File: src/hdl/ebus_pkg.sv
`default_nettype none

package ebus_pkg;

    // Bank number width for the 512 KB external RAM (16 KB pages)
    localparam int bank_w = 5;

    typedef logic [bank_w-1:0] bank_t;
    typedef logic [7:0]        byte_t;

    // Same 16-bit bus address, seen as a memory address or as an IO port
    typedef union packed {
        struct packed {
            logic [1:0]  page;
            logic [13:0] offset;
        } mem;
        struct packed {
            logic [7:0] upper;
            logic [7:0] port;
        } io;
    } ebus_addr_u;

    // Registers at the top of page 3
    localparam logic [15:0] addr_ctrl  = 16'hFFFC;
    localparam logic [15:0] addr_bank0 = 16'hFFFD;
    localparam logic [15:0] addr_bank1 = 16'hFFFE;
    localparam logic [15:0] addr_bank2 = 16'hFFFF;

    // Page 0 stays on bank 0 below this address
    localparam logic [15:0] boot_low_limit = 16'h0400;

    // IO selector codes from port bits 7, 6 and 0
    localparam logic [2:0] port_joy1 = 3'b110;
    localparam logic [2:0] port_joy2 = 3'b111;

    localparam bank_t bank0_reset = bank_t'(0);
    localparam bank_t bank1_reset = bank_t'(1);
    localparam bank_t bank2_reset = bank_t'(2);

endpackage

`default_nettype wire

File: src/hdl/ebus_read_mux.sv
`timescale 1ns/1ps
`default_nettype none

module ebus_read_mux (
    input  logic             rd_n,
    input  logic             sel_internal,
    input  logic             sel_int_ram,
    input  logic             sel_joy1,
    input  logic             sel_joy2,
    input  ebus_pkg::byte_t  ram_rd_data,
    input  ebus_pkg::byte_t  joy1,
    input  ebus_pkg::byte_t  joy2,
    output ebus_pkg::byte_t  bus_d_out,
    output logic             bus_d_oe
);

    // Unmapped internal reads float high like an open bus
    always_comb begin
        bus_d_out = 8'hFF;
        if (sel_int_ram) begin
            bus_d_out = ram_rd_data;
        end
        if (sel_joy1) begin
            bus_d_out = joy1;
        end
        if (sel_joy2) begin
            bus_d_out = joy2;
        end
    end

    // Only drive the host bus for our own address space
    assign bus_d_oe = !rd_n && sel_internal;

endmodule

`default_nettype wire

File: config.mk
export PLATFORM = sky130hd
export DESIGN_NAME = ebus_read_mux
export DESIGN_NICKNAME = d
export VERILOG_FILES = /design/src/hdl/ebus_pkg.sv /design/src/hdl/ebus_read_mux.sv
export SDC_FILE = /design/constraint.sdc
export NUM_CORES = 1
export LEC_CHECK = 0
export ABC_AREA = 1
export ABC_CLOCK_PERIOD_IN_PS = 800
export CORE_AREA = 2 2 39 41
export DETAILED_ROUTE_END_ITERATION = 6
export DIE_AREA = 0 0 41 43
export DONT_BUFFER_PORTS = 1
export PLACE_DENSITY = 0.42
export SLEW_MARGIN = 30
export SYNTH_ARGS = -nofsm -noshare
export SYNTH_HDL_FRONTEND = slang
export SYNTH_SLANG_ARGS = --single-unit
File: constraint.sdc
create_clock -name vclk -period 0.8
set_input_delay 0.16 -clock vclk [all_inputs]
set_output_delay 0.16 -clock vclk [all_outputs]
set_load 0.01 [all_outputs]
==> metrics.yaml, run 1 <==
run_status:
  status: "completed"
grt:
  grt_use_met2_pct: 11.6
  antenna_found_initial: 0
  use_met3_pct: 0
  grt_pass1_wl_um: 897
  overflow: 0
  top_usage_layer: "met2"
  grt_util_met1_pct: 9.49
  grt_use_total_pct: 6.69
  grt_pass1_vias: 224
  grt_max_degree: 17
timing:
  max-slew-margin-rel_pct: 86.5
  maxClockFrequency_mhz: 1350
  worst-slew-pin-transition_ns: 0.201
  hold_violations: 0
  slew_viol_final: 0
  setup_viol: 0
  setup_ws_ns: 0.0608
  period_minus_slack_ns: 0.739
  fin_crit_sh_pct: 92.4
  rsz0062_at_grt: "yes"
worst_setup_path:
  start_kind: "primary input"
  critPathMostFrequentCell: "nand2_1"
  path_cells: "inv_1 > nor2_8 > nand2_1 > nand2_1 > nand2_1"
  cp.arrival_ns: 0.58
  cp_max_fo: 8
  critical_path_buf_inv_count: 1
  critPathRequiredTime_ns: 0.64
  worstSetupPathType: "primary input to output port"
  critPathCaptureType: "output port"
  critPathTopFamily: "simple AND/OR/NAND/NOR gates"
  crit_path_max_incr_delay_ns: 0.14
  slowest_stage: "nor2_8"
power:
  p_leak_nw: 0.204
  ir_drop_v: 0.0000760
  seqPwrFrac_pct: 0
  combPwrFrac_pct: 100.0
  report.power.total_mw: 0.120
  p_int_mw: 0.0435
  p_switching_mw: 0.0769
  clkPwrFrac_pct: 0
  switching_share_pct: 63.8
  power.density_nw_per_um2: 420
logic_synthesis:
  yosys.area.top_type: "nand2_1"
  yosysWarnings: 0
  syn-cell-area_sq_um: 297
  ys_seq_area_share_pct: 0
  yosysMostFrequentCell: "nand2_1"
  synthDistinctLibCells: 8
  syn_area_per_cell_sq_um: 4.71
  synth_common_cells: "nand2_1 (32), inv_1 (18), a21oi_1 (6)"
  synth_top_area_share_pct: 40.5
  syn-num-nets: 92
  synth_cells: 63
  ys_top_cells_by_area: "nand2_1 (41%), inv_1 (23%), a21oi_1 (10%), buf_6 (7.6%), nor2_8 (6.8%)"
place:
  pre_cts_ws_ns: 0.0449
  dp_cells: 76
  place_hpwl_um: 547
  gp_congestion: 0.530
  portBuffers: 0
floorplanning:
  core-area_sq_um: 1380
  rows: 14
  die-area_sq_um: 1760
  initial_utilization_pct: 21.4
  die_w_um: 41
  die_y_um: 43
  ios: 38
route:
  wirelength_um: 698
  drc: 0
  drt_iter0_drc: 0
  via_per_inst: 4.08
  postRouteAntennaNets: 0
  first_pass_iters: 1
  routedWlPerCell_um: 9.18
  num_vias: 310
cells_and_area:
  stdcell_count: 76
  clkbuf_count: 0
  drive_gt1_share_pct: 10.0
  post-route-util_pct: 20.7
  syn2layout_area_growth_pct: -3.38
  n_antenna_cell: 0
  regArea_sq_um: 0
  nNetsFinal: 91
  flops_and_latches: 0
job:
  cap_violations: 0
cts:
  ctsResizeCount: 0
  cts_hold_buf: 0
  cts_setup_buffers: 0
hold_path:
  hp-class: "primary input to output port"
-- power groups by stage --
stage | combinational, mW | clock (mW) | sequential [mW]
finish | 0.120 | 0 | 0
global route | 0.142 | 0 | 0
CTS | 0.117 | 0 | 0
detailed placement | 0.116 | 0 | 0
global placement | 0.115 | 0 | 0
floorplan | 0.139 | 0 | 0
-- metrics by stage --
step | hold slack (ns) | TNS [ns] | instance area [sq um]
global placement | 0.371 | 0 | 279
CTS | 0.369 | 0 | 279
finish | 0.369 | 0 | 287
global route | 0.371 | -0.0318 | 287
floorplan | 0.368 | 0 | 297
detailed placement | 0.369 | 0 | 279
-- routing by layer --
metal	vias to the layer above	part of all wire, %
li1	170	-
met1	117	45
met2	23	45
met3	0	9.0
met4	0	0
met5	-	0
-- path summary, 6_finish.rpt --
path	start	to	depth (start not counted)
setup / recovery	sel_int_ram	bus_d_out[0]	5
hold / removal	rd_n	bus_d_oe	1
-- kinds of logic (layout without fill, tap and decap cells) --
| group | after synthesis | after routing | synth area share [%] |
|---|---|---|---|
| compound gates | 8 | 8 | 16.0 |
| buf+inv | 21 | 18 | 35.4 |
| simple gates | 34 | 34 | 48.5 |
-- placed cells by master (no fill, tap or decap) --
| cell type | n |
|---|---|
| nand2_1 | 29 |
| inv_1 | 18 |
| a21oi_1 | 6 |
| nand2_2 | 3 |
| a21oi_2 | 2 |
| nor2_8 | 1 |
| nor2_1 | 1 |
-- cell type report --
cell class	instances	area [sq um]
tap	16	20.0
fill	168	1100
multi-input combinational	42	199
inverter	18	67.6
(Power assumes the default switching activity.)
==> run 2, diff against run 1 <==
--- a/config.mk
+++ b/config.mk
@@ -6,12 +6,12 @@
 export NUM_CORES = 1
 export LEC_CHECK = 0
 export ABC_AREA = 1
-export ABC_CLOCK_PERIOD_IN_PS = 800
+export ABC_CLOCK_PERIOD_IN_PS = 900
 export CORE_AREA = 2 2 39 41
 export DETAILED_ROUTE_END_ITERATION = 6
 export DIE_AREA = 0 0 41 43
 export DONT_BUFFER_PORTS = 1
-export PLACE_DENSITY = 0.42
+export PLACE_DENSITY = 0.35
 export SLEW_MARGIN = 30
 export SYNTH_ARGS = -nofsm -noshare
 export SYNTH_HDL_FRONTEND = slang
==> constraint.sdc (replaced) <==
create_clock -name vclk -period 0.9
set_input_delay 0.18 -clock vclk [all_inputs]
set_output_delay 0.18 -clock vclk [all_outputs]
set_load 0.01 [all_outputs]
==> run 2 against run 1 <==
  * Critical path depth unchanged
  * Highest routed layer unchanged
  * Via count shrank 0.32%
  * Non-clock buffer count did not move
  * Critical endpoint is now bus_d_out[6]
==> metrics.yaml, run 2 (same netlist as run 1, synthesis figures left out) <==
run_status:
  status: "completed"
floorplanning:
  rows: 14  # unchanged
  core-area_sq_um: 1380  # unchanged
  die_y_um: 43  # unchanged
  die_w_um: 41  # unchanged
  die-area_sq_um: 1760  # unchanged
  initial_utilization_pct: 21.4  # unchanged
  ios: 38  # unchanged
cells_and_area:
  fillCellCount: 176  # +4.8%
  nNetsFinal: 91  # unchanged
  clkbuf_count: 0  # unchanged
  multi_input_area_sq_um: 191  # -3.8%
  drive_gt1_share_pct: 5.00  # -5.0 points
  flops_and_latches: 0  # unchanged
  final_cell_mix: "nand2_1 (32), inv_1 (18), a21oi_1 (6), a21oi_2 (2)"
  syn2layout_area_growth_pct: -5.91
  regArea_sq_um: 0  # unchanged
  n_antenna_cell: 0  # unchanged
  layout.cells.most_common: "nand2_1"
cts:
  cts_hold_buf: 0  # unchanged
  cts_setup_buffers: 0  # unchanged
  ctsResizeCount: 0  # unchanged
worst_setup_path:
  path_cells: "inv_1 > nor2_8 > nand2_1 > nand2_1 > nand2_1"
  critPathRequiredTime_ns: 0.72  # +0.08 ns
  start_kind: "primary input"
  crit_path_max_incr_delay_ns: 0.15  # about the same
  cp_max_fo: 8  # unchanged
  critPathCaptureType: "output port"
  cp.arrival_ns: 0.61  # +0.03 ns
  critPathTopFamily: "simple AND/OR/NAND/NOR gates"
  critical_path_buf_inv_count: 1  # unchanged
  worstSetupPathType: "primary input to output port"
  slowest_stage: "nor2_8"
  critPathMostFrequentCell: "nand2_1"
timing:
  setup_tns_ns: 0  # unchanged
  setup_ws_ns: 0.113  # +0.0527 ns
  maxClockFrequency_mhz: 1270
  holdWs_ns: 0.409  # +0.0406 ns
  hold_violations: 0  # unchanged
  worst-slew-pin-transition_ns: 0.204  # +0.00316 ns
  setup_viol: 0  # unchanged
  rsz0062_at_grt: "no"
  fin_crit_sh_pct: 87.4
  period_minus_slack_ns: 0.787
  max-slew-margin-rel_pct: 86.3  # -0.21 points
  slew_viol_final: 0  # unchanged
route:
  num_vias: 309  # -0.32%
  postRouteAntennaNets: 0  # unchanged
  drc: 0  # unchanged
  wirelength_um: 697  # -0.14%
  first_pass_iters: 2  # +1
  drt_iter0_drc: 1  # +1
  routedWlPerCell_um: 9.17  # -0.14%
  via_per_inst: 4.07  # -0.32%
job:
  cap_violations: 0  # unchanged
place:
  pre_cts_ws_ns: 0.0941  # +0.0493 ns
  portBuffers: 0  # unchanged
  gp_congestion: 0.528  # -0.28%
  place_hpwl_um: 555  # +1.4%
power:
  power.density_nw_per_um2: 362  # -14%
  p_leak_nw: 0.204  # about the same
  ir_drop_v: 0.0000793  # +4.3%
grt:
  overflow: 0  # unchanged
  grt_pass1_wl_um: 1010  # +13%
  antenna_found_initial: 0  # unchanged
  grt_use_total_pct: 7.69  # +1.0 points
  grt_pass1_vias: 230  # +2.7%
  grt_max_degree: 17  # unchanged
hold_path:
  hp-class: "primary input to output port"
## run 2: cell types whose count changed in the layout (fill, tap and decap cells not counted)
cell / previous run / this run
nand2_1: 29 / 32
nand2_2: 3 / 0
## run 2: per-layer routing
metal  wire, um  global-route usage, %
met3         60                  0.524
met5          0                      0
met4          0                      0
met2        360                   12.8
met1        276                   11.1
## run 2: per-stage QoR
step / utilization [%] / area (sq um) / instances / power, mW
3_5_place_dp: 20.2 / 279 / 76 / 0.103
4_1_cts: 20.2 / 279 / 76 / 0.103
3_3_place_gp: 20.2 / 279 / 76 / 0.103
6_report: 20.2 / 279 / 76 / 0.101
5_1_grt: 20.2 / 279 / 76 / 0.118
2_1_floorplan: - / 297 / 63 / 0.123
## run 2: final timing paths
path	start	endpoint	slack, ns	cells after the start
hold / removal	rd_n	bus_d_oe	0.41	1
setup / recovery	sel_int_ram	bus_d_out[6]	0.11	5
## run 2: power by group
group / internal, mW / total (mW) / switching (mW)
sequential: 0 / 0 / 0
clock: 0 / 0 / 0
combinational: 0.0366 / 0.101 / 0.0643
total: 0.0366 / 0.101 / 0.0643
## run 2: area by class of cell
class                      count  share of cell area [%]
multi-input combinational     42                    68.6
inverter                      18                    24.2
tap                           16                    7.17
==> run 3, diff against run 2 <==
--- a/config.mk
+++ b/config.mk
@@ -7,11 +7,14 @@
 export LEC_CHECK = 0
 export ABC_AREA = 1
 export ABC_CLOCK_PERIOD_IN_PS = 900
+export CELL_PAD_IN_SITES_DETAIL_PLACEMENT = 1
+export CELL_PAD_IN_SITES_GLOBAL_PLACEMENT = 1
 export CORE_AREA = 2 2 39 41
 export DETAILED_ROUTE_END_ITERATION = 6
 export DIE_AREA = 0 0 41 43
 export DONT_BUFFER_PORTS = 1
-export PLACE_DENSITY = 0.35
+export MAX_ROUTING_LAYER = met4
+export PLACE_DENSITY = 0.56
 export SLEW_MARGIN = 30
 export SYNTH_ARGS = -nofsm -noshare
 export SYNTH_HDL_FRONTEND = slang
==> run 3 against run 2 <==
  * Via count increased by 6.1%
  * Worst hold slack about the same
  * Flip-flop and latch count unchanged
  * Sequential share of layout area unchanged
  * Worst setup slack improved by 0.0039 ns
  * First-iteration DRC count decreased by 100%
  * Die area unchanged
  * Critical path depth unchanged
  * Combinational power about the same
  * Non-clock buffer count unchanged
  * Critical endpoint is now bus_d_out[0]
==> metrics.yaml, run 3 (same netlist as run 1, synthesis figures left out) <==
worst_setup_path:
  slowest_stage: "nor2_8"
  cp.arrival_ns: 0.60  # about the same
  worstSetupPathType: "primary input to output port"
  critPathRequiredTime_ns: 0.72  # about the same
  cp_max_fo: 8  # unchanged
  critPathCaptureType: "output port"
  critPathMostFrequentCell: "nand2_1"
  crit_path_max_incr_delay_ns: 0.14  # about the same
  path_cells: "inv_1 > nor2_8 > nand2_1 > nand2_1 > nand2_1"
  start_kind: "primary input"
cts:
  ctsResizeCount: 0  # unchanged
  cts_hold_buf: 0  # unchanged
  cts_setup_buffers: 0  # unchanged
timing:
  slew_viol_final: 0  # unchanged
  hold_violations: 0  # unchanged
  rsz0062_at_grt: "no"
  worst-slew-pin-transition_ns: 0.203  # -0.00149 ns
  setup_tns_ns: 0  # unchanged
  setup_viol: 0  # unchanged
  max-slew-margin-rel_pct: 86.4  # +0.099 points
  maxClockFrequency_mhz: 1280  # +0.50%
  period_minus_slack_ns: 0.783  # -0.00393 ns
  fin_crit_sh_pct: 87.0  # -0.44 points
route:
  first_pass_iters: 1  # -1
  via_per_inst: 4.32  # +6.1%
  drc: 0  # unchanged
  postRouteAntennaNets: 0  # unchanged
  drt_iter0_drc: 0  # -1
  num_vias: 328  # +6.1%
  wirelength_um: 784  # +12%
  routedWlPerCell_um: 10.3  # +12%
cells_and_area:
  regArea_sq_um: 0  # unchanged
  drive_gt1_share_pct: 5.00  # unchanged
  post-route-util_pct: 20.2  # unchanged
  syn2layout_area_growth_pct: -5.91  # unchanged
  nNetsFinal: 91  # unchanged
  layout.cells.most_common: "nand2_1"
  clkbuf_count: 0  # unchanged
  fin_area_sq_um: 279  # unchanged
  stdcell_count: 76  # unchanged
  final_cell_mix: "nand2_1 (32), inv_1 (18), a21oi_1 (6), a21oi_2 (2)"
  n_antenna_cell: 0  # unchanged
  flops_and_latches: 0  # unchanged
floorplanning:
  die_y_um: 43  # unchanged
  initial_utilization_pct: 21.4  # unchanged
  die_w_um: 41  # unchanged
  core-area_sq_um: 1380  # unchanged
  die-area_sq_um: 1760  # unchanged
  ios: 38  # unchanged
  rows: 14  # unchanged
power:
  power.density_nw_per_um2: 367  # +1.5%
  ir_drop_v: 0.0000539  # -32%
  report.power.total_mw: 0.102  # +1.5%
  p_leak_nw: 0.204  # unchanged
grt:
  grt_pass1_wl_um: 1190  # +17%
  grt_pass1_vias: 318  # +38%
  grt_max_degree: 17  # unchanged
  antenna_found_initial: 0  # unchanged
  grt_use_total_pct: 9.11  # +1.4 points
  overflow: 0  # unchanged
place:
  place_hpwl_um: 666  # +20%
  dp_cells: 76  # unchanged
  gp_congestion: 0.595  # +13%
  placed_cell_area_sq_um: 279  # unchanged
  portBuffers: 0  # unchanged
run_status:
  status: "completed"
hold_path:
  hp-class: "primary input to output port"
job:
  cap_violations: 0  # unchanged
[run 3: stage by stage]
| stage | hold WS (ns) | setup WS [ns] |
|---|---|---|
| final | 0.409 | 0.117 |
| after global routing | 0.411 | 0.0376 |
| after CTS | 0.410 | 0.103 |
| after detailed placement | 0.410 | 0.104 |
| after global placement | 0.411 | 0.114 |
| after floorplan | 0.408 | 0.0812 |
[run 3: final timing paths]
kind                   startpoint           end  slack, ns  cells after the start
worst max-delay path  sel_int_ram  bus_d_out[0]       0.12                      5
worst min-delay path         rd_n      bus_d_oe       0.41                      1
[run 3: critical path, delay by kind of cell]
kind | cells | cell delay [ns]
and+or+nand+nor | 4 | 0.37
buffers and inverters | 1 | 0.06
[run 3: cell type report]
| class | instances | area, sq um |
|---|---|---|
| Fill cell | 191 | 1100 |
| Tap cell | 16 | 20.0 |
| Multi-Input combinational cell | 42 | 191 |
| Inverter | 18 | 67.6 |
[run 3: per-layer routing]
layer | wire, um | GRT usage, % | share of wire, %
met4 | 0 | 0 | 0
met2 | 416 | 18.4 | 53
met1 | 323 | 9.49 | 41
met5 | 0 | - | 0
met3 | 44 | 0 | 5.6
[run 3: where the power goes]
group | internal (mW) | switching [mW]
Combinational | 0.0366 | 0.0658
Sequential | 0 | 0
Clock | 0 | 0
