File: config.mk
export PLATFORM = sky130hd
export DESIGN_NAME = ebus_strobe_sync
export DESIGN_NICKNAME = d
export VERILOG_FILES = /design/src/hdl/ebus_pkg.sv /design/src/hdl/ebus_strobe_sync.sv
export SDC_FILE = /design/constraint.sdc
export NUM_CORES = 1
export LEC_CHECK = 0
export BUFFER_PORTS_ARGS = -buffer_cell sky130_fd_sc_hd__buf_2
export CAP_MARGIN = 20
export CORE_AREA = 3 3 40 42
export CTS_CLUSTER_DIAMETER = 50
export DETAILED_ROUTE_END_ITERATION = 12
export DIE_AREA = 0 0 43 45
export SYNTH_ARGS = -nofsm -noshare
export SYNTH_HDL_FRONTEND = slang
export SYNTH_SLANG_ARGS = --single-unit
File: constraint.sdc
create_clock -name clk -period 1.1 [get_ports clk]
set_input_delay 0.11 -clock clk [delete_from_list [all_inputs] [get_ports clk]]
set_output_delay 0.11 -clock clk [all_outputs]
set_load 0.02 [all_outputs]
File: src/hdl/ebus_pkg.sv
`default_nettype none

package ebus_pkg;

    // Bank number width for the 512 KB external RAM (16 KB pages)
    localparam int bank_w = 5;

    typedef logic [bank_w-1:0] bank_t;
    typedef logic [7:0]        byte_t;

    // Same 16-bit bus address, seen as a memory address or as an IO port
    typedef union packed {
        struct packed {
            logic [1:0]  page;
            logic [13:0] offset;
        } mem;
        struct packed {
            logic [7:0] upper;
            logic [7:0] port;
        } io;
    } ebus_addr_u;

    // Registers at the top of page 3
    localparam logic [15:0] addr_ctrl  = 16'hFFFC;
    localparam logic [15:0] addr_bank0 = 16'hFFFD;
    localparam logic [15:0] addr_bank1 = 16'hFFFE;
    localparam logic [15:0] addr_bank2 = 16'hFFFF;

    // Page 0 stays on bank 0 below this address
    localparam logic [15:0] boot_low_limit = 16'h0400;

    // IO selector codes from port bits 7, 6 and 0
    localparam logic [2:0] port_joy1 = 3'b110;
    localparam logic [2:0] port_joy2 = 3'b111;

    localparam bank_t bank0_reset = bank_t'(0);
    localparam bank_t bank1_reset = bank_t'(1);
    localparam bank_t bank2_reset = bank_t'(2);

endpackage

`default_nettype wire

File: src/hdl/ebus_strobe_sync.sv
`timescale 1ns/1ps
`default_nettype none

module ebus_strobe_sync (
    input  logic              clk,
    input  logic              reset,
    input  logic              rd_n,
    input  logic              wr_n,
    input  ebus_pkg::byte_t   bus_d_in,
    output logic              bus_read,
    output logic              bus_write,
    output ebus_pkg::byte_t   wr_data
);

    // Strobe history, bit 0 is the newest sample
    logic [2:0] rd_sr;
    logic [2:0] wr_sr;

    always_ff @(posedge clk or posedge reset) begin
        if (reset) begin
            rd_sr <= 3'b111;
            wr_sr <= 3'b111;
        end else begin
            rd_sr <= {rd_sr[1:0], rd_n};
            wr_sr <= {wr_sr[1:0], wr_n};
        end
    end

    // Falling edge seen between the two oldest stages
    assign bus_read  = rd_sr[2] && !rd_sr[1];
    assign bus_write = wr_sr[2] && !wr_sr[1];

    // Data is stable for the whole strobe, so just follow it while low
    always_ff @(posedge clk) begin
        if (!wr_n) begin
            wr_data <= bus_d_in;
        end
    end

endmodule

`default_nettype wire

==> results of run 1 <==
[synth_stat cells]
master / n / area, sq um
nor2b_4: 2 / 27.53
edfxtp_1: 8 / 240.2
dfstp_2: 6 / 157.7
inv_1: 2 / 7.510
[state kept, by name, summed over array words and instances, names as in the netlist]
register,cells
wr_sr,3
rd_sr,3
wr_data,8
[kinds of logic (layout without fill, tap and decap cells)]
group	Yosys count	in the layout
flip-flops	14	14
AND/OR/NAND/NOR	2	2
buffers and inverters	2	30
[power groups by stage]
stage                     combinational (mW)  clock (mW)  sequential (mW)
after floorplan                       0.0195           0            0.656
after global placement                0.0966           0            0.622
after detailed placement              0.0995           0            0.625
after CTS                              0.113       0.365            0.614
after global routing                   0.119       0.385            0.617
final                                  0.112       0.355            0.613
[cell usage in the layout (no fill, tap or decap)]
| cell | instances |
|---|---|
| buf_2 | 19 |
| buf_6 | 2 |
| clkbuf_4 | 3 |
| clkbuf_8 | 1 |
| dfstp_2 | 6 |
| dlygate4sd3_1 | 3 |
| edfxtp_1 | 8 |
| inv_1 | 2 |
| nor2b_4 | 2 |
[worst max-delay path, stage by stage, from the launching register on]
cell and delay, ns:
dfstp_2 0.52, nor2b_4 0.13, buf_6 0.12
[repair_timing]
| item | in CTS | in global routing |
|---|---|---|
| hold buffers | 3 | 0 |
| endpoints found under the setup margin | 2 | 2 |
| endpoints found under the hold margin | 8 | 0 |
| resized for setup | 4 | 0 |
[through the flow]
step | TNS (ns) | total power, mW
floorplan | 0 | 0.6751
detailed placement | 0 | 0.7242
CTS | -0.1212 | 1.093
global route | -0.1846 | 1.122
global placement | 0 | 0.7186
finish | -0.07646 | 1.081
[how the worst max path moves through the flow]
stage | endpoint | slack, ns | depth (start not counted)
global placement | bus_read | 0.23 | 2
global route | bus_read | -0.09 | 2
finish | bus_read | -0.04 | 2
detailed placement | bus_read | 0.22 | 2
CTS | bus_write | -0.06 | 2
floorplan | bus_read | 0.31 | 1
[layout make-up]
cell class                      instances  area share, %
Tap cell                               15          2.953
Clock buffer                            4          5.709
Timing Repair Buffer                   24          23.23
Sequential cell                        14          62.60
Multi-Input combinational cell          2          4.331
Inverter                                2          1.181
[metal layers]
layer / global-route usage [%] / up-vias / share of wire (%)
met2: 18.26 / 3 / 64
met1: 7.772 / 121 / 33
met4: 9.036 / 0 / 0.64
li1: - / 115 / -
met5: 0 / - / 0
met3: 2.390 / 2 / 2.8
==> results.sh, run 1 <==
export IMPL_synth_compound_area_share_pct=0
export IMPL_vias_per_cell=3.951
export IMPL_gp_congestion=0.6297
export IMPL_rr_worst_depth=0
export IMPL_synth_cell_types=4
export IMPL_rr_endpoint="wr_sr[2]$_DFF_PP1_"
export IMPL_min_delay_start="bus_d_in[5]"
export IMPL_grt_setup_unrepaired="yes"
export IMPL_synthAdderAreaFrac_pct=0
export IMPL_synth_area_sq_um=432.9
export IMPL_period_share_pct=103.5
export IMPL_grt_pass1_wl_um=1228
export IMPL_clk_pin_slew_ns=0.08
export IMPL_synth_top_family_by_area="simple AND/OR/NAND/NOR gates"
export IMPL_failed_checks="negative setup slack"
export IMPL_syn_num_nets=30
export IMPL_min_period_ns=1.139
export IMPL_portBuffers=21
export IMPL_numCtsBuffers=3
export IMPL_dp_cells=54
export IMPL_peakVddDrop_mv=0.8162
export IMPL_max_clock_freq_mhz=878.3
export IMPL_antenna_found_initial=0
export IMPL_path_class="reg2out"
export IMPL_holdWs_ns=0.006806
export IMPL_drt_iter0_drc=0
export IMPL_r2r_start="wr_sr[1]$_DFF_PP1_"
export IMPL_seq_area_sq_um=397.9
export IMPL_rrSetupSlack_ns=0.48
export IMPL_antenna_cells=0
export IMPL_ys_ff_latch=14
export IMPL_synthMuxAreaShare_pct=0
export IMPL_dieArea_sq_um=1935
export IMPL_startpoint="rd_sr[2]$_DFF_PP1_"
export IMPL_drive_gt1_share_pct=71.74
export IMPL_drt_pass1_iter_count=1
export IMPL_cp_max_fo=1
export IMPL_num_vias=241
export IMPL_cts_max_level=1
export IMPL_dp_hpwl_um=597.2
export IMPL_drtAntennaViolNets=0
export IMPL_coreArea_sq_um=1285
export IMPL_setup_ws_ns=-0.03854
export IMPL_postCtsSetupBuffers=0
export IMPL_synth_xor_area_share_pct=0
export IMPL_leakage_nw=0.2870
export IMPL_start_util_pct=33.69
export IMPL_dp_slack_ns=0.2210
export IMPL_cts_buffer_depth=2
export IMPL_worst_pin_slew_ns=0.2932
export IMPL_placed_cell_area_sq_um=556.8
export IMPL_yosys_warnings=0
export IMPL_p_per_area_nw_per_um2=1700
export IMPL_slew_headroom_pct=80.43
export IMPL_grt_max_degree=9
export IMPL_worst_setup_path_start_kind="flop"
export IMPL_insertion_delay_ns=0.27
export IMPL_design_area_sq_um=635.6
export IMPL_postLayoutCoreUtil_pct=49.46
export IMPL_num_nets_final=59
export IMPL_critPathCaptureType="output pin"
export IMPL_synth_simple_area_share_pct=6.358
export IMPL_hold_viol_final=0
export IMPL_min_to="wr_data[5]$_DFFE_PN_"
export IMPL_io_pins=22
export IMPL_grt_pass1_vias=283
export IMPL_synth_cells=18
export IMPL_finalClockSkew_ns=0.0005214
export IMPL_rows=13
export IMPL_drt_total_wl_um=781
export IMPL_cp_arrival_ns=1.03
export IMPL_track_usage_pct=9.556
export IMPL_hold_path_class="in2reg"
export IMPL_synth_area_per_cell_sq_um=24.05
export IMPL_combPwrFrac_pct=10.3
export IMPL_switching_share_pct=21.14
export IMPL_cell_internal_pwr_uw=852.3
export IMPL_critical_path_required_ns=0.99
export IMPL_pwr_share_seq_pct=56.8
export IMPL_clkSinkCount=14
export IMPL_switchingPower_uw=228.4
export IMPL_multi_input_area_sq_um=27.53
export IMPL_yosysSeqAreaShare_pct=91.91
export IMPL_grt_overflow=0
export IMPL_finalSetupViolCount=2
export IMPL_maxCapViolations=0
export IMPL_drc=0
export IMPL_status="finished with violations"
export IMPL_stdcell_count=61
export IMPL_die_h_um=45
export IMPL_wl_per_cell_um=12.80
export IMPL_synthToLayoutAreaGrowth_pct=46.82
export IMPL_n_fill_cell=113
export IMPL_hold_path_depth=1
export IMPL_clkPwrFrac_pct=32.9
export IMPL_cts_tree="yes"
export IMPL_cts_root_buf="clkbuf_4"
export IMPL_die_w_um=43
export IMPL_final_max_slew_violation_count=0
(Power assumes the default switching activity.)
==> run 2: changes to the inputs <==
- CORE_AREA: 3 3 40 42 -> 2 2 39 41
- DIE_AREA: 0 0 43 45 -> 0 0 41 43
- clock period: 1.1 -> 1.35 ns (I/O delays scaled with it)
==> run 2 against run 1 <==
The run now ends clean. Register-to-register slack better by 0.26 ns. Sequential power fell by 18%. Total power shrank 25%. Worst hold slack better by 0.029 ns. Count of clock-buffer cells in the layout decreased by 1. Combinational power decreased by 23%. Clock power down 36%. Critical endpoint is now bus_write. Largest cell class unchanged. Worst setup slack improved by 0.20 ns. Cell area fell by 3.3%. Die area shrank 8.9%. Flip-flop and latch count unchanged.
==> results.sh, run 2 (synthesis gave the netlist of run 1 again) <==
export IMPL_status="completed"
export IMPL_worst_setup_path_start_kind="flop"
export IMPL_critical_path_required_ns=1.22
export IMPL_grt_pass1_wl_um=1124
export IMPL_maxCapViolations=0
export IMPL_n_fill_cell=128
export IMPL_hold_viol_final=0
export IMPL_num_vias=256
export IMPL_grt_max_degree=9
export IMPL_coreArea_sq_um=1384
export IMPL_clkPwrFrac_pct=27.9
export IMPL_cts_root_buf="clkbuf_4"
export IMPL_cts_buffer_depth=2
export IMPL_hold_path_class="in2reg"
export IMPL_clkSinkCount=14
export IMPL_grt_overflow=0
export IMPL_cts_tree="yes"
export IMPL_grt_pass1_vias=253
export IMPL_finalClockSkew_ns=0.002598
export IMPL_postCtsSetupBuffers=0
export IMPL_cp_max_fo=1
export IMPL_combPwrFrac_pct=10.6
export IMPL_slew_headroom_pct=81.70
export IMPL_switching_share_pct=22.10
export IMPL_io_pins=22
export IMPL_met1_length_um=247
export IMPL_p_per_area_nw_per_um2=1324
export IMPL_antenna_found_initial=0
export IMPL_insertion_delay_ns=0.27
export IMPL_clk_pin_slew_ns=0.08
export IMPL_worst_pin_slew_ns=0.2742
export IMPL_layout_common_cells="buf_2 (21), edfxtp_1 (8), dfstp_2 (6)"
export IMPL_min_period_ns=1.187
export IMPL_grt_setup_unrepaired="no"
export IMPL_cts_max_level=1
export IMPL_largest_reg_flops=8
export IMPL_wl_per_cell_um=11.03
export IMPL_regMostFlops="wr_data"
export IMPL_drive_gt1_share_pct=69.57
export IMPL_mostFrequentLayoutCell="buf_2"
export IMPL_switchingPower_uw=179.8
export IMPL_dieArea_sq_um=1763
export IMPL_drt_pass1_iter_count=2
export IMPL_num_nets_final=59
export IMPL_gp_congestion=0.6795
export IMPL_finalSetupTns_ns=0
export IMPL_max_clock_freq_mhz=842.6
export IMPL_dr_wl_met2_um=325
export IMPL_setup_ws_ns=0.1632
export IMPL_vias_per_cell=4.129
export IMPL_rows=14
export IMPL_numCtsBuffers=3
export IMPL_antenna_cells=0
export IMPL_start_util_pct=31.28
export IMPL_drc=0
export IMPL_portBuffers=21
export IMPL_drt_iter0_drc=4
export IMPL_dp_cells=55
export IMPL_drt_total_wl_um=684
export IMPL_path_class="reg2out"
export IMPL_period_share_pct=87.91
export IMPL_synthToLayoutAreaGrowth_pct=41.91
export IMPL_dp_slack_ns=0.4509
export IMPL_track_usage_pct=11.02
export IMPL_die_w_um=41
export IMPL_cell_internal_pwr_uw=633.8
export IMPL_die_h_um=43
export IMPL_pwr_share_seq_pct=61.5
export IMPL_critPathCaptureType="output pin"
export IMPL_peakVddDrop_mv=0.7355
export IMPL_leakage_nw=0.2787
export IMPL_drtAntennaViolNets=0
export IMPL_holdWs_ns=0.03531
export IMPL_met3_length_um=99
export IMPL_cp_arrival_ns=1.05
export IMPL_final_max_slew_violation_count=0
export IMPL_top_layer_used="met4"
export IMPL_reg_top3="wr_data: 8 flops, rd_sr: 3 flops, wr_sr: 3 flops"
export IMPL_stdcell_count=62
export IMPL_finalSetupViolCount=0
-- run 2: changes by cell type in the layout (fill, tap and decap cells not counted) --
cell / before / now
clkbuf_8: 1 / 0
buf_6: 2 / 0
buf_2: 19 / 21
clkinv_1: 0 / 1
-- run 2: worst max-delay path, stage by stage, from the launching register on --
cell,delay (ns)
dfstp_2,0.52
nor2b_4,0.11
buf_2,0.15
-- run 2: repair_timing --
item,4_1_cts,5_1_grt
endpoints found under the hold margin,8,0
resized for setup,0,0
hold buffers,3,0
-- run 2: cell type report --
type	instances	area [sq um]	share of cell area, %
Sequential cell	14	397.9	64.77
Timing Repair Buffer	24	135.1	22.00
Multi-Input combinational cell	2	27.53	4.481
Clock buffer	3	22.52	3.666
Tap cell	16	20.02	3.259
Inverter	2	7.507	1.222
Clock inverter	1	3.754	0.6110
-- run 2: per-layer routing --
layer  vias up  global-route usage [%]
met1       118                   12.59
met2        21                   13.44
met3         2                   6.806
met5         -                       0
met4         0                   10.00
li1        115                       -
-- run 2: metrics by stage --
stage	instance area (sq um)	util, %	power, mW
floorplan	432.9	-	0.5501
global placement	558.0	40.33	0.5874
detailed placement	558.0	40.33	0.5898
CTS	614.3	44.39	0.8325
global route	614.3	44.39	0.8651
finish	614.3	44.39	0.8136
-- run 2: final timing paths --
check / from / end / slack, ns / depth (start not counted)
max in group asynchronous: reset / rd_sr[0]$_DFF_PP1_ / 0.79 / 3
worst max-delay path: wr_sr[2]$_DFF_PP1_ / bus_write / 0.16 / 2
worst max register to register: rd_sr[1]$_DFF_PP1_ / rd_sr[2]$_DFF_PP1_ / 0.74 / 0
worst min-delay path: bus_d_in[4] / wr_data[4]$_DFFE_PN_ / 0.04 / 1
worst min register to register: rd_sr[0]$_DFF_PP1_ / rd_sr[1]$_DFF_PP1_ / 0.36 / 0
min in group asynchronous: reset / wr_sr[2]$_DFF_PP1_ / 0.53 / 3
-- run 2: power by group through the flow --
stage / clock network [mW] / logic [mW] / registers [mW]
after global routing: 0.267 / 0.0942 / 0.504
after global placement: 0 / 0.0805 / 0.507
after floorplan: 0 / 0.0159 / 0.534
after detailed placement: 0 / 0.0805 / 0.509
final: 0.227 / 0.0862 / 0.500
after CTS: 0.244 / 0.0873 / 0.501
==> run 3: changes to the inputs <==
==> constraint.sdc (replaced) <==
create_clock -name clk -period 1.35 [get_ports clk]
set_input_delay 0.27 -clock clk [delete_from_list [all_inputs] [get_ports clk]]
set_output_delay 0.27 -clock clk [all_outputs]
set_load 0.02 [all_outputs]
==> run 3 against run 2 <==
Count of clock-buffer cells in the layout stayed put. Non-clock buffer count is 3 lower. Core utilization is 1.3 points lower. Sequential power hardly changed. Wire length is 4.2% lower. Global-route usage is 0.51 points lower. Clock power hardly changed. Total power is 0.29% lower. Cell area is 2.9% lower. Critical path type unchanged. Critical endpoint unchanged.
==> results.sh, run 3 (synthesis gave the netlist of run 1 again) <==
export IMPL_status="completed"
export IMPL_combPwrFrac_pct=10.3
export IMPL_drt_total_wl_um=655
export IMPL_drt_iter0_drc=4
export IMPL_largest_reg_flops=8
export IMPL_regMostFlops="wr_data"
export IMPL_layout_common_cells="buf_2 (19), edfxtp_1 (8), dfstp_2 (6)"
export IMPL_vias_per_cell=4.169
export IMPL_min_period_ns=1.295
export IMPL_critical_path_slowest_cell="dfstp_2"
export IMPL_portBuffers=21
export IMPL_hold_path_class="in2reg"
export IMPL_start_util_pct=31.28
export IMPL_ctsHoldBuffers=0
export IMPL_clk_pin_slew_ns=0.08
export IMPL_gp_congestion=0.6795
export IMPL_mostFrequentLayoutCell="buf_2"
export IMPL_io_pins=22
export IMPL_critPathCaptureType="output pin"
export IMPL_crit_path_cell_trace="nor2b_4 -> buf_6"
export IMPL_reg_top3="wr_data: 8 flops, rd_sr: 3 flops, wr_sr: 3 flops"
export IMPL_numCtsBuffers=3
export IMPL_dieArea_sq_um=1763
export IMPL_cts_tree="yes"
export IMPL_insertion_delay_ns=0.27
export IMPL_num_vias=246
export IMPL_hold_viol_final=0
export IMPL_drive_gt1_share_pct=74.42
export IMPL_die_w_um=41
export IMPL_cts_buffer_depth=2
export IMPL_finalSetupViolCount=0
export IMPL_pwr_share_seq_pct=61.7
export IMPL_switching_share_pct=22.12
export IMPL_cell_internal_pwr_uw=631.8
export IMPL_cp_arrival_ns=1.03
export IMPL_clkSinkCount=14
export IMPL_finalSetupTns_ns=0
export IMPL_clkPwrFrac_pct=28.0
export IMPL_leakage_nw=0.2689
export IMPL_stdcell_count=59
export IMPL_drt_pass1_iter_count=2
export IMPL_grt_pass1_wl_um=1069
export IMPL_power_total_uw=811.3
export IMPL_coreArea_sq_um=1384
export IMPL_rows=14
export IMPL_grt_overflow=0
export IMPL_p_per_area_nw_per_um2=1359
export IMPL_n_fill_cell=127
export IMPL_grt_pass1_vias=235
export IMPL_antenna_cells=0
export IMPL_cts_max_level=1
export IMPL_cp_num_buf_inv=1
export IMPL_path_class="reg2out"
export IMPL_final_max_slew_violation_count=0
export IMPL_track_usage_pct=10.50
export IMPL_max_stage_delay_ns=0.52
export IMPL_wl_per_cell_um=11.10
export IMPL_worst_setup_path_start_kind="flop"
export IMPL_max_clock_freq_mhz=772.2
export IMPL_slew_headroom_pct=81.72
export IMPL_maxCapViolations=0
export IMPL_num_nets_final=56
export IMPL_ctsResizeCount=0
export IMPL_path_delay_family="flip-flops"
export IMPL_cp_max_fo=1
export IMPL_postCtsSetupBuffers=0
export IMPL_dp_cells=55
export IMPL_drc=0
export IMPL_period_share_pct=95.93
export IMPL_switchingPower_uw=179.4
export IMPL_postLayoutCoreUtil_pct=43.13
export IMPL_cts_root_buf="clkbuf_4"
export IMPL_worst_pin_slew_ns=0.2739
export IMPL_grt_setup_unrepaired="yes"
export IMPL_synthToLayoutAreaGrowth_pct=37.86
export IMPL_peakVddDrop_mv=0.7363
export IMPL_critical_path_required_ns=1.08
export IMPL_grt_max_degree=9
export IMPL_finalClockSkew_ns=0.002585
export IMPL_drtAntennaViolNets=0
export IMPL_die_h_um=43
export IMPL_antenna_found_initial=0
==> run 3: final cells by class <==
class                   count  area, sq um  area share [%]
multi-input cells           2        27.53           4.612
repair buffers             21        117.6           19.71
inverters                   2        7.507           1.258
clock inverters             1        3.754          0.6289
clock buffers               3        22.52           3.774
flip-flops and latches     14        397.9           66.67
well taps                  16        20.02           3.354
==> run 3: path summary, 6_finish.rpt <==
check | to | slack, ns | start | cells past startpoint
max | bus_write | 0.05 | wr_sr[2]$_DFF_PP1_ | 2
max reg2reg | rd_sr[2]$_DFF_PP1_ | 0.74 | rd_sr[1]$_DFF_PP1_ | 0
max in group asynchronous | rd_sr[0]$_DFF_PP1_ | 1.20 | reset | 2
min in group asynchronous | wr_sr[2]$_DFF_PP1_ | 0.12 | reset | 2
min | rd_sr[0]$_DFF_PP1_ | 0.1 | rd_n | 1
min reg2reg | rd_sr[1]$_DFF_PP1_ | 0.36 | rd_sr[0]$_DFF_PP1_ | 0
==> run 3: per-layer routing <==
layer  vias up  wire length, um  global-route usage [%]
met1       114              241                   12.24
met5         -                0                       0
li1        109                -                       -
met2        21              308                   12.19
met3         2               92                   6.806
met4         0               12                   10.00
==> run 3: metrics by stage <==
| stage | hold slack, ns | instance area (sq um) | worst slack, ns |
|---|---|---|---|
| 2_1_floorplan | 0.2690 | 432.9 | 0.4031 |
| 3_3_place_gp | 0.3458 | 558.0 | 0.3262 |
| 3_5_place_dp | 0.3476 | 558.0 | 0.3159 |
| 4_1_cts | 0.08060 | 584.3 | 0.006323 |
| 5_1_grt | 0.06664 | 596.8 | -0.008397 |
| 6_report | 0.09513 | 596.8 | 0.05497 |
==> run 3: power by group through the flow <==
| stage | combinational (mW) | clock [mW] | sequential, mW |
|---|---|---|---|
| 5_1_grt | 0.0912 | 0.267 | 0.504 |
| 2_1_floorplan | 0.0159 | 0 | 0.534 |
| 4_1_cts | 0.0807 | 0.244 | 0.501 |
| 3_5_place_dp | 0.0805 | 0 | 0.509 |
| 6_report | 0.0839 | 0.227 | 0.500 |
| 3_3_place_gp | 0.0805 | 0 | 0.507 |
